File: config.mk
export PLATFORM = sky130hd
export DESIGN_NAME = csr_top
export DESIGN_NICKNAME = d
export VERILOG_FILES = /design/src/verilog/csr_pkg.sv /design/src/verilog/csr_access_if.sv /design/src/verilog/csr_counters.sv /design/src/verilog/csr_decoder.sv /design/src/verilog/csr_file.sv /design/src/verilog/csr_top.sv
export VERILOG_INCLUDE_DIRS = /design/src /design/src/verilog
export SDC_FILE = /design/constraint.sdc
export NUM_CORES = 2
export LEC_CHECK = 0
export BUFFER_PORTS_ARGS = -buffer_cell sky130_fd_sc_hd__buf_2
export CORE_AREA = 2 2 286 288
export CTS_CLUSTER_SIZE = 40
export DETAILED_ROUTE_END_ITERATION = 8
export DIE_AREA = 0 0 288 290
export PLACE_DENSITY = 0.66
export SETUP_SLACK_MARGIN = 0.05
export SYNTH_ARGS = -nofsm -noshare
export SYNTH_HDL_FRONTEND = slang
export SYNTH_HIERARCHICAL = 1
export SYNTH_SLANG_ARGS = --single-unit
File: constraint.sdc
create_clock -name clk -period 14 [get_ports clk]
set_input_delay 0.7 -clock clk [delete_from_list [all_inputs] [get_ports clk]]
set_output_delay 0.7 -clock clk [all_outputs]
set_load 0.005 [all_outputs]
File: src/verilog/csr_config.svh
`ifndef CSR_CONFIG_SVH
`define CSR_CONFIG_SVH

////////////////////////////////////////////////////////////////////////////
// data path
////////////////////////////////////////////////////////////////////////////

// register and data width
`define CSR_XLEN 32

////////////////////////////////////////////////////////////////////////////
// hardware performance monitor
////////////////////////////////////////////////////////////////////////////

// event counters, starting at mhpmcounter3
`define CSR_HPM_NUM 4
// width of the event input vector
`define CSR_HPM_EVENTS 8
// all counters: mcycle, minstret, then the event counters
`define CSR_CNT_NUM (`CSR_HPM_NUM + 2)
// index width into the counter array
`define CSR_CNT_IDXW $clog2(`CSR_CNT_NUM)

// trap vector after reset, loaded into mtvec
`define CSR_RESET_TVEC 32'h0000_0100

`endif

File: src/verilog/csr_pkg.sv
`include "csr_config.svh"

package csr_pkg;

  //////////////////////////////////////////////////////////////////////////
  // privilege and instruction control
  //////////////////////////////////////////////////////////////////////////

  // privilege level, same encoding as address bits 9:8
  typedef enum logic [1:0] {
    LVL_U = 2'b00,
    LVL_S = 2'b01,
    LVL_R = 2'b10,
    LVL_M = 2'b11
  } level_t;

  // encoding follows funct3[1:0] of the Zicsr instructions
  typedef enum logic [1:0] {
    CSR_NONE  = 2'b00,
    CSR_WRITE = 2'b01,
    CSR_SET   = 2'b10,
    CSR_CLEAR = 2'b11
  } csr_op_t;

  // operand source, funct3[2]
  typedef enum logic {
    SRC_RS1 = 1'b0,
    SRC_IMM = 1'b1
  } csr_src_t;

  // supported addresses
  // bits 11:10 == 2'b11 is read-only, bits 9:8 lowest level allowed
  typedef enum logic [11:0] {
    CSR_SSTATUS       = 12'h100,
    CSR_STVEC         = 12'h105,
    CSR_SSCRATCH      = 12'h140,
    CSR_SEPC          = 12'h141,
    CSR_SCAUSE        = 12'h142,
    CSR_MSTATUS       = 12'h300,
    CSR_MEDELEG       = 12'h302,
    CSR_MTVEC         = 12'h305,
    CSR_MCOUNTINHIBIT = 12'h320,
    CSR_MHPMEVENT3    = 12'h323,
    CSR_MHPMEVENT4    = 12'h324,
    CSR_MHPMEVENT5    = 12'h325,
    CSR_MHPMEVENT6    = 12'h326,
    CSR_MSCRATCH      = 12'h340,
    CSR_MEPC          = 12'h341,
    CSR_MCAUSE        = 12'h342,
    CSR_MCYCLE        = 12'hB00,
    CSR_MINSTRET      = 12'hB02,
    CSR_MHPMCOUNTER3  = 12'hB03,
    CSR_MHPMCOUNTER4  = 12'hB04,
    CSR_MHPMCOUNTER5  = 12'hB05,
    CSR_MHPMCOUNTER6  = 12'hB06,
    CSR_MHARTID       = 12'hF14
  } csr_addr_t;

  // exception codes, interrupt bit always clear
  typedef enum logic [`CSR_XLEN-1:0] {
    CAUSE_ILLEGAL    = `CSR_XLEN'd2,
    CAUSE_BREAKPOINT = `CSR_XLEN'd3,
    CAUSE_ECALL_U    = `CSR_XLEN'd8,
    CAUSE_ECALL_S    = `CSR_XLEN'd9,
    CAUSE_ECALL_M    = `CSR_XLEN'd11
  } cause_t;

  // privileged instruction kind
  typedef enum logic [2:0] {
    PRIV_NONE, PRIV_ECALL, PRIV_EBREAK, PRIV_MRET, PRIV_SRET, PRIV_INVALID
  } priv_t;

  // decoded request
  typedef struct packed {
    csr_op_t   op;
    csr_src_t  src;
    logic [4:0] imm;   // zimm or rs1 field
    csr_addr_t addr;
    logic      ren;    // read intent
    logic      wen;    // write intent
    priv_t     priv;
  } csr_ctl_t;

endpackage

File: src/verilog/csr_access_if.sv
`timescale 1ns/1ps
`include "csr_config.svh"

// one decoded request per cycle, no handshake
interface csr_access_if import csr_pkg::*; ();

  // request, valid only in the cycle of the instruction
  logic                 valid;
  csr_ctl_t             ctl;
  // rs1 value
  logic [`CSR_XLEN-1:0] wdata;
  // pc of the instruction, for epc
  logic [`CSR_XLEN-1:0] pc;
  // old register value back to the register file
  logic [`CSR_XLEN-1:0] rdata;

  // decoder side
  modport dec (
    output valid, ctl, wdata, pc
  );

  // register file side, always accepts
  modport rf (
    input  valid, ctl, wdata, pc,
    output rdata
  );

endinterface

File: src/verilog/csr_counters.sv
`timescale 1ns/1ps
`include "csr_config.svh"

module csr_counters (
  input  logic                                        clk,
  input  logic                                        rst,
  // per counter inhibit, mcycle bit 0, minstret bit 1, hpm from bit 2
  input  logic [`CSR_CNT_NUM-1:0]                     inhibit_i,
  // event selection per hpm counter
  input  logic [`CSR_HPM_NUM-1:0][`CSR_HPM_EVENTS-1:0] sel_i,
  input  logic [`CSR_HPM_EVENTS-1:0]                  event_i,
  input  logic                                        retire_i,
  // software write
  input  logic                                        wr_en_i,
  input  logic [`CSR_CNT_IDXW-1:0]                    wr_idx_i,
  input  logic [`CSR_XLEN-1:0]                        wr_data_i,
  // counter values for reads
  output logic [`CSR_CNT_NUM-1:0][`CSR_XLEN-1:0]      cnt_o
);

  localparam int CNT_W = `CSR_CNT_IDXW;

  ////////////////////////////////////////////////////////////////////////////
  // increment conditions
  ////////////////////////////////////////////////////////////////////////////

  logic [`CSR_CNT_NUM-1:0] inc;

  always_comb begin
    // mcycle counts every edge
    inc[0] = 1'b1;
    // minstret on retire strobe
    inc[1] = retire_i;
    // hpm counter on any selected event
    for (int j = 0; j < `CSR_HPM_NUM; j++) begin
      inc[2+j] = |(sel_i[j] & event_i);
    end
  end

  ////////////////////////////////////////////////////////////////////////////
  // counter registers
  ////////////////////////////////////////////////////////////////////////////

  always_ff @(posedge clk or posedge rst) begin
    if (rst) begin
      cnt_o <= '0;
    end else begin
      for (int k = 0; k < `CSR_CNT_NUM; k++) begin
        // software write wins over increment
        if (wr_en_i && (wr_idx_i == CNT_W'(k))) begin
          cnt_o[k] <= wr_data_i;
        end else if (inc[k] && !inhibit_i[k]) begin
          cnt_o[k] <= cnt_o[k] + `CSR_XLEN'd1;
        end
      end
    end
  end

endmodule

File: src/verilog/csr_decoder.sv
`timescale 1ns/1ps
`include "csr_config.svh"

module csr_decoder import csr_pkg::*; (
  input  logic                 instr_valid_i,
  input  logic [31:0]          instr_i,
  input  logic [`CSR_XLEN-1:0] rs1_data_i,
  input  logic [`CSR_XLEN-1:0] pc_i,
  csr_access_if.dec            req
);

  // SYSTEM major opcode
  localparam logic [6:0]  OPC_SYSTEM = 7'b1110011;
  // full encodings of the privileged instructions
  localparam logic [31:0] INSN_ECALL  = 32'h0000_0073;
  localparam logic [31:0] INSN_EBREAK = 32'h0010_0073;
  localparam logic [31:0] INSN_SRET   = 32'h1020_0073;
  localparam logic [31:0] INSN_MRET   = 32'h3020_0073;

  // instruction fields
  logic [2:0] funct3;
  logic [4:0] rd;
  logic [4:0] rs1;
  csr_ctl_t   ctl;

  assign funct3 = instr_i[14:12];
  assign rd     = instr_i[11:7];
  assign rs1    = instr_i[19:15];

  always_comb begin
    // anything not matched below is invalid
    ctl.op   = CSR_NONE;
    ctl.src  = SRC_RS1;
    ctl.imm  = rs1;
    ctl.addr = csr_addr_t'(instr_i[31:20]);
    ctl.ren  = 1'b0;
    ctl.wen  = 1'b0;
    ctl.priv = PRIV_INVALID;
    if (instr_i[6:0] == OPC_SYSTEM) begin
      case (funct3)
        3'b000: begin
          // privileged group, whole word compared
          case (instr_i)
            INSN_ECALL:  ctl.priv = PRIV_ECALL;
            INSN_EBREAK: ctl.priv = PRIV_EBREAK;
            INSN_MRET:   ctl.priv = PRIV_MRET;
            INSN_SRET:   ctl.priv = PRIV_SRET;
            default:     ctl.priv = PRIV_INVALID;
          endcase
        end
        // reserved funct3
        3'b100: ctl.priv = PRIV_INVALID;
        default: begin
          // Zicsr, op encoding equals funct3[1:0]
          ctl.priv = PRIV_NONE;
          ctl.op   = csr_op_t'(funct3[1:0]);
          ctl.src  = funct3[2] ? SRC_IMM : SRC_RS1;
          // CSRRW to x0 has no read side effect
          ctl.ren  = (ctl.op != CSR_WRITE) || (rd != 5'd0);
          // set or clear with zero mask writes nothing
          ctl.wen  = (ctl.op == CSR_WRITE) || (rs1 != 5'd0);
        end
      endcase
    end
  end

  // request goes out in the same cycle
  assign req.valid = instr_valid_i;
  assign req.ctl   = ctl;
  assign req.wdata = rs1_data_i;
  assign req.pc    = pc_i;

endmodule

File: src/verilog/csr_file.sv
`timescale 1ns/1ps
`include "csr_config.svh"

module csr_file import csr_pkg::*; (
  input  logic                      clk,
  input  logic                      rst,
  csr_access_if.rf                  req,
  input  logic                      retire_i,
  input  logic [`CSR_HPM_EVENTS-1:0] event_i,
  output logic                      rd_we_o,
  output logic                      illegal_o,
  output logic                      redirect_o,
  output logic [`CSR_XLEN-1:0]      redirect_pc_o,
  output level_t                    level_o
);

  localparam int XLEN  = `CSR_XLEN;
  localparam int CNT_W = `CSR_CNT_IDXW;
  localparam int HPM_W = $clog2(`CSR_HPM_NUM);

  // state
  level_t            level;
  level_t            mpp;
  logic              spp;
  logic [XLEN-1:0]   stvec, sscratch, sepc, scause;
  logic [XLEN-1:0]   medeleg, mtvec, mscratch, mepc, mcause;
  logic [XLEN-1:0]   mcountinhibit;
  logic [`CSR_HPM_NUM-1:0][`CSR_HPM_EVENTS-1:0] mhpmevent;
  logic [`CSR_CNT_NUM-1:0][XLEN-1:0]            cnt;

  // read side
  logic [XLEN-1:0]   rd_val;
  logic              supported;
  logic              is_cnt;
  logic [CNT_W-1:0]  cnt_idx;
  logic [HPM_W-1:0]  ev_idx;
  // checks and traps
  logic              is_csr, csr_bad, priv_bad, illegal;
  logic              trap, to_s, do_mret, do_sret, csr_we;
  cause_t            cause;
  logic [XLEN-1:0]   operand, wval;
  logic [`CSR_CNT_NUM-1:0] inhibit;

  ////////////////////////////////////////////////////////////////////////////
  // read mux and address map
  ////////////////////////////////////////////////////////////////////////////

  always_comb begin
    rd_val    = '0;
    supported = 1'b1;
    is_cnt    = 1'b0;
    cnt_idx   = '0;
    // mhpmevent3 maps to entry 0
    ev_idx    = HPM_W'(req.ctl.addr[4:0] - 5'd3);
    case (req.ctl.addr)
      // S view of mstatus, SPP only
      CSR_SSTATUS:       rd_val[8] = spp;
      CSR_STVEC:         rd_val = stvec;
      CSR_SSCRATCH:      rd_val = sscratch;
      CSR_SEPC:          rd_val = sepc;
      CSR_SCAUSE:        rd_val = scause;
      CSR_MSTATUS: begin
        rd_val[8]     = spp;
        rd_val[12:11] = mpp;
      end
      CSR_MEDELEG:       rd_val = medeleg;
      CSR_MTVEC:         rd_val = mtvec;
      CSR_MSCRATCH:      rd_val = mscratch;
      CSR_MEPC:          rd_val = mepc;
      CSR_MCAUSE:        rd_val = mcause;
      CSR_MCOUNTINHIBIT: rd_val = mcountinhibit;
      CSR_MHPMEVENT3, CSR_MHPMEVENT4, CSR_MHPMEVENT5, CSR_MHPMEVENT6:
        rd_val = XLEN'(mhpmevent[ev_idx]);
      CSR_MCYCLE: begin
        is_cnt = 1'b1;
        rd_val = cnt[0];
      end
      CSR_MINSTRET: begin
        is_cnt  = 1'b1;
        cnt_idx = CNT_W'(1);
        rd_val  = cnt[1];
      end
      CSR_MHPMCOUNTER3, CSR_MHPMCOUNTER4, CSR_MHPMCOUNTER5, CSR_MHPMCOUNTER6: begin
        // mhpmcounter3 is entry 2
        is_cnt  = 1'b1;
        cnt_idx = CNT_W'(req.ctl.addr[4:0] - 5'd1);
        rd_val  = cnt[cnt_idx];
      end
      // single hart
      CSR_MHARTID:       rd_val = '0;
      default:           supported = 1'b0;
    endcase
  end

  ////////////////////////////////////////////////////////////////////////////
  // access checks and trap decision
  ////////////////////////////////////////////////////////////////////////////

  assign is_csr  = (req.ctl.op != CSR_NONE);
  // unsupported, level too low, or write to read-only space
  assign csr_bad = is_csr && (!supported
                   || (level_t'(req.ctl.addr[9:8]) > level)
                   || (req.ctl.wen && (req.ctl.addr[11:10] == 2'b11)));

  always_comb begin
    case (req.ctl.priv)
      PRIV_INVALID: priv_bad = 1'b1;
      PRIV_SRET:    priv_bad = (level == LVL_U);
      PRIV_MRET:    priv_bad = (level != LVL_M);
      default:      priv_bad = 1'b0;
    endcase
  end

  assign illegal = req.valid && (csr_bad || priv_bad);
  assign trap    = illegal || (req.valid
                   && ((req.ctl.priv == PRIV_ECALL) || (req.ctl.priv == PRIV_EBREAK)));
  assign do_mret = req.valid && !illegal && (req.ctl.priv == PRIV_MRET);
  assign do_sret = req.valid && !illegal && (req.ctl.priv == PRIV_SRET);

  always_comb begin
    if (illegal) begin
      cause = CAUSE_ILLEGAL;
    end else if (req.ctl.priv == PRIV_EBREAK) begin
      cause = CAUSE_BREAKPOINT;
    end else begin
      case (level)
        LVL_U:   cause = CAUSE_ECALL_U;
        LVL_S:   cause = CAUSE_ECALL_S;
        default: cause = CAUSE_ECALL_M;
      endcase
    end
  end

  // never delegate a trap taken in M
  assign to_s = (level != LVL_M) && medeleg[cause[4:0]];

  ////////////////////////////////////////////////////////////////////////////
  // Zicsr read-modify-write
  ////////////////////////////////////////////////////////////////////////////

  assign operand = (req.ctl.src == SRC_IMM) ? XLEN'(req.ctl.imm) : req.wdata;

  always_comb begin
    case (req.ctl.op)
      CSR_SET:   wval = rd_val | operand;
      CSR_CLEAR: wval = rd_val & ~operand;
      default:   wval = operand;
    endcase
  end

  assign csr_we = req.valid && !illegal && is_csr && req.ctl.wen;

  // outputs, all combinational
  assign req.rdata  = rd_val;
  assign rd_we_o    = req.valid && is_csr && req.ctl.ren && !illegal;
  assign illegal_o  = illegal;
  assign redirect_o = trap || do_mret || do_sret;
  assign level_o    = level;

  always_comb begin
    if (trap) begin
      redirect_pc_o = to_s ? stvec : mtvec;
    end else if (do_mret) begin
      redirect_pc_o = mepc;
    end else if (do_sret) begin
      redirect_pc_o = sepc;
    end else begin
      redirect_pc_o = '0;
    end
  end

  ////////////////////////////////////////////////////////////////////////////
  // state update
  ////////////////////////////////////////////////////////////////////////////

  always_ff @(posedge clk or posedge rst) begin
    if (rst) begin
      level         <= LVL_M;
      mpp           <= LVL_U;
      spp           <= 1'b0;
      stvec         <= '0;
      sscratch      <= '0;
      sepc          <= '0;
      scause        <= '0;
      medeleg       <= '0;
      mtvec         <= `CSR_RESET_TVEC;
      mscratch      <= '0;
      mepc          <= '0;
      mcause        <= '0;
      mcountinhibit <= '0;
      mhpmevent     <= '0;
    end else if (trap) begin
      if (to_s) begin
        level  <= LVL_S;
        spp    <= (level == LVL_S);
        sepc   <= req.pc;
        scause <= cause;
      end else begin
        level  <= LVL_M;
        mpp    <= level;
        mepc   <= req.pc;
        mcause <= cause;
      end
    end else if (do_mret) begin
      // MPP drops to U after return
      level <= mpp;
      mpp   <= LVL_U;
    end else if (do_sret) begin
      level <= spp ? LVL_S : LVL_U;
      spp   <= 1'b0;
    end else if (csr_we) begin
      case (req.ctl.addr)
        CSR_SSTATUS:  spp <= wval[8];
        CSR_MSTATUS: begin
          spp <= wval[8];
          // reserved level keeps old MPP
          if (wval[12:11] != 2'b10) begin
            mpp <= level_t'(wval[12:11]);
          end
        end
        // MODE bits read-only zero
        CSR_STVEC:    stvec    <= {wval[XLEN-1:2], 2'b00};
        CSR_MTVEC:    mtvec    <= {wval[XLEN-1:2], 2'b00};
        CSR_SSCRATCH: sscratch <= wval;
        CSR_SEPC:     sepc     <= wval;
        CSR_SCAUSE:   scause   <= wval;
        CSR_MEDELEG:  medeleg  <= wval;
        CSR_MSCRATCH: mscratch <= wval;
        CSR_MEPC:     mepc     <= wval;
        CSR_MCAUSE:   mcause   <= wval;
        // CY, IR and hpm bits, TM stays zero
        CSR_MCOUNTINHIBIT: begin
          mcountinhibit <= '0;
          mcountinhibit[0] <= wval[0];
          mcountinhibit[`CSR_HPM_NUM+2:2] <= wval[`CSR_HPM_NUM+2:2];
        end
        CSR_MHPMEVENT3, CSR_MHPMEVENT4, CSR_MHPMEVENT5, CSR_MHPMEVENT6:
          mhpmevent[ev_idx] <= wval[`CSR_HPM_EVENTS-1:0];
        default: ;
      endcase
    end
  end

  // compact inhibit order for the counter array
  assign inhibit = {mcountinhibit[`CSR_HPM_NUM+2:3], mcountinhibit[2], mcountinhibit[0]};

  csr_counters u_counters (
    .clk       (clk),
    .rst       (rst),
    .inhibit_i (inhibit),
    .sel_i     (mhpmevent),
    .event_i   (event_i),
    .retire_i  (retire_i),
    .wr_en_i   (csr_we && is_cnt),
    .wr_idx_i  (cnt_idx),
    .wr_data_i (wval),
    .cnt_o     (cnt)
  );

endmodule

File: src/verilog/csr_top.sv
`timescale 1ns/1ps
`include "csr_config.svh"

module csr_top import csr_pkg::*; (
  input  logic                       clk,
  input  logic                       rst,
  // instruction from the core
  input  logic                       instr_valid_i,
  input  logic [31:0]                instr_i,
  input  logic [`CSR_XLEN-1:0]       rs1_data_i,
  input  logic [`CSR_XLEN-1:0]       pc_i,
  // counter inputs
  input  logic                       retire_i,
  input  logic [`CSR_HPM_EVENTS-1:0] event_i,
  // register file write back
  output logic [`CSR_XLEN-1:0]       rd_data_o,
  output logic                       rd_we_o,
  // trap and return
  output logic                       illegal_o,
  output logic                       redirect_o,
  output logic [`CSR_XLEN-1:0]       redirect_pc_o,
  output level_t                     level_o
);

  // decoder to register file
  csr_access_if acc ();

  csr_decoder u_decoder (
    .instr_valid_i (instr_valid_i),
    .instr_i       (instr_i),
    .rs1_data_i    (rs1_data_i),
    .pc_i          (pc_i),
    .req           (acc.dec)
  );

  csr_file u_file (
    .clk           (clk),
    .rst           (rst),
    .req           (acc.rf),
    .retire_i      (retire_i),
    .event_i       (event_i),
    .rd_we_o       (rd_we_o),
    .illegal_o     (illegal_o),
    .redirect_o    (redirect_o),
    .redirect_pc_o (redirect_pc_o),
    .level_o       (level_o)
  );

  // old value back to the register file
  assign rd_data_o = acc.rdata;

endmodule
==> results.yml <==
outcome:
  outcome: "complete, but fails checks"
  violations: "design-rule violations, max-capacitance violations"
logic_synthesis:
  synth_area_per_cell_um2: 9.615
  syn_inst: 3318
  yosys_warnings: 6
  synth-async-reset-ratio_pct: 100.0
  syn-cell-area_um2: 31900
  synthFlopType: "dfrtp_1"
  synth_top_cell_by_area: "dfrtp_1"
  synth_nets: 3439
  synth_edf_count: 0
  ys_types: 103
  ys_seq_area_share_pct: 40.72
  synth-seq-cells: 519
  synth_most_common_cell: "dfrtp_1"
  synth.top_cell.area_share_pct: 40.48
  synthTopCellsByCount: "516 x dfrtp_1, 356 x nand2_1, 330 x o21ai_0, 218 x mux2_2, 167 x clkbuf_1"
  synth_area_leaders: "dfrtp_1 40%, mux2_2 7.7%, o21ai_0 5.2%"
drt:
  met2WireLength_mm: 53.16
  route.detailed.drc: 4
  wire_per_inst_um: 28.66
  drt-initial-drc-count: 4752
  route.vias.total: 29250
  wl_met3_mm: 17.65
  highest_layer: "met5"
  dr.pass1.iters: 9
  avgViaCountPerCell: 6.618
  wirelength_met1_mm: 49.96
  routed_wl_mm: 126.7
  drtAntennaViolNets: 0
placed_design:
  dp_hpwl_mm: 87.61
  place.port_buffers: 176
  placed_cells: 4316
  pre_cts_ws_ns: 7.490
  dpl-instance-area_um2: 33320
  place.gp.congestion: 0.9638
power:
  ir_drop_uv: 95.37
  total_power_mw: 3.539
  p_leak_nw: 14.80
  p_per_area_nw_per_um2: 100.3
global_route:
  overflow: 0
  grt_max_degree: 149
  grt_pass1_vias: 27040
  antenna_found_initial: 4
  grt_usage_pct: 29.53
  grt_pass1_wl_mm: 185.3
setup_path:
  critPathBufInv: 4
  criticalPathCategory: "in2out"
  cpMaxStageDelayCell: "nor3_1"
  arrival_ns: 5.57
  max_stage_delay_ns: 0.72
  critical_path_required_ns: 13.30
  r2r_end: "u_file/medeleg[21]$_DFFE_PP0P_"
  endpoint: "redirect_pc_o[17]"
  r2r_slack_ns: 9.38
  critPathTopFamily: "simple AND/OR/NAND/NOR gates"
  r2r_cells: 12
  crit_path_start: "instr_i[22]"
  path_cells: "buf_2, or4_1, nor4_2, nand3_1, o41a_1, xnor2_1, nor3_1, inv_1, or2_2, mux2i_4, buf_4, nand2_1, nand2_1, buf_2"
  path_depth: 14
  crit_path_start_kind: "primary input"
  timing.rr.start: "u_file/level_o[1]$_DFFE_PP1P_"
  crit_fanout: 34
  end_kind: "primary output"
floorplan:
  num_rows: 104
  die_x_um: 288
  dieArea_um2: 83520
  die_y_um: 290
  core_area_um2: 80160
  num_io_pins: 177
  start_util_pct: 39.80
final_layout:
  area_growth_pct: 10.55
  postLayoutCellArea_um2: 35270
  nets: 3437
  layoutNonFillerInstCount: 4419
  antenna_cells: 0
  final_core_util_pct: 44.00
  layout-drive-gt1-share_pct: 21.11
sta:
  fmax_mhz: 159.4
  clock-skew-final_ns: 0.02799
  worst_slack_ns: 7.725
  finalSetupTns_ns: 0
  maxSlewViolCount: 0
  tightest_slew_ns: 1.476
  rsz0062_at_grt: "no"
  hold-worst-slack_ns: 0.2542
  finalCriticalPeriod_ns: 6.275
  finalHoldViolCount: 0
  fin_crit_sh_pct: 44.82
  finalSetupViolCount: 0
  max-slew-margin-rel_pct: 0.8283
clock_network:
  cts_buffers: 58
  path_clk_slew_ns: 0.05
  postCtsSetupBuffers: 0
  clk_path_buf_depth: 3
  clkLatencyLatePin_ns: 0.65
  cts_tree: "done"
  post_cts_resize_count: 0
  htree_levels: 2
  cts_root_buf: "clkbuf_16"
  clock_sink_count: 519
  hold_buffers: 0
worst_hold_path:
  hp-class: "in2async"
flow_run:
  maxCapViolations: 1
-- layout by cell type (no fill, tap or decap), drive strengths merged, types with 70 or more instances in the layout --
cell and count:
a22oi 87, nor2 150, xnor2 70, buf 254
nand4 83, nand3 128, nor3 87, dfrtp 516
clkbuf 83, xor2 71, o21ai 334, mux2 270
nand2 356
-- power breakdown --
| group | switching, mW | internal, mW |
|---|---|---|
| sequential | 0.0755 | 1.56 |
| combinational | 0.212 | 0.118 |
| clock | 0.661 | 0.912 |
-- cells by family (layout without fill, tap and decap cells) --
group,Yosys count,in the layout,share of synthesized area [%]
compound gates,802,802,16.59
xor+xnor,141,141,3.895
fa+ha+maj,13,13,0.5099
buf+inv,370,411,5.605
flops,519,519,40.72
mux,375,375,14.46
simple gates,1098,1098,18.21
-- worst min path at each step --
stage | start | endpoint | slack (ns)
after floorplan | u_file/mcause[20]$_DFFE_PP0P_ | u_file/mcause[20]$_DFFE_PP0P_ | 0.46
after global placement | u_file/mcause[8]$_DFFE_PP0P_ | u_file/mcause[8]$_DFFE_PP0P_ | 0.47
after detailed placement | u_file/mcause[8]$_DFFE_PP0P_ | u_file/mcause[8]$_DFFE_PP0P_ | 0.48
after CTS | rst | u_file/mhpmevent[30]$_DFFE_PP0P_ | 0.31
after global routing | rst | u_file/mhpmevent[26]$_DFFE_PP0P_ | 0.29
final | rst | u_file/mhpmevent[7]$_DFFE_PP0P_ | 0.25
-- layer usage --
| metal | up-vias | track usage, % |
|---|---|---|
| met5 | - | 0 |
| met4 | 2 | 11.49 |
| met3 | 355 | 9.733 |
| met2 | 2143 | 42.33 |
| met1 | 14430 | 41.00 |
| li1 | 12320 | - |
-- cell type report --
cell class | instances | area (um^2)
clock inverter | 20 | 206.4
fill | 7722 | 44890
tap | 1060 | 1326
clock buffer | 83 | 1737
sequential | 519 | 12990
timing repair buffer | 254 | 1481
inverter | 54 | 217.7
multi-input combinational | 2429 | 17310
-- registers in the layout, indices dropped and copies added, names as in the netlist, 32 cells and up --
name and cells:
u_file/medeleg 32, u_file/mepc 32, u_file/mhpmevent 32, u_file/mscratch 32, u_file/sepc 32, u_file/scause 32, u_file/sscratch 32, u_file/mcause 32
u_file/u_counters/cnt_o 192
(Power assumes the default switching activity.)
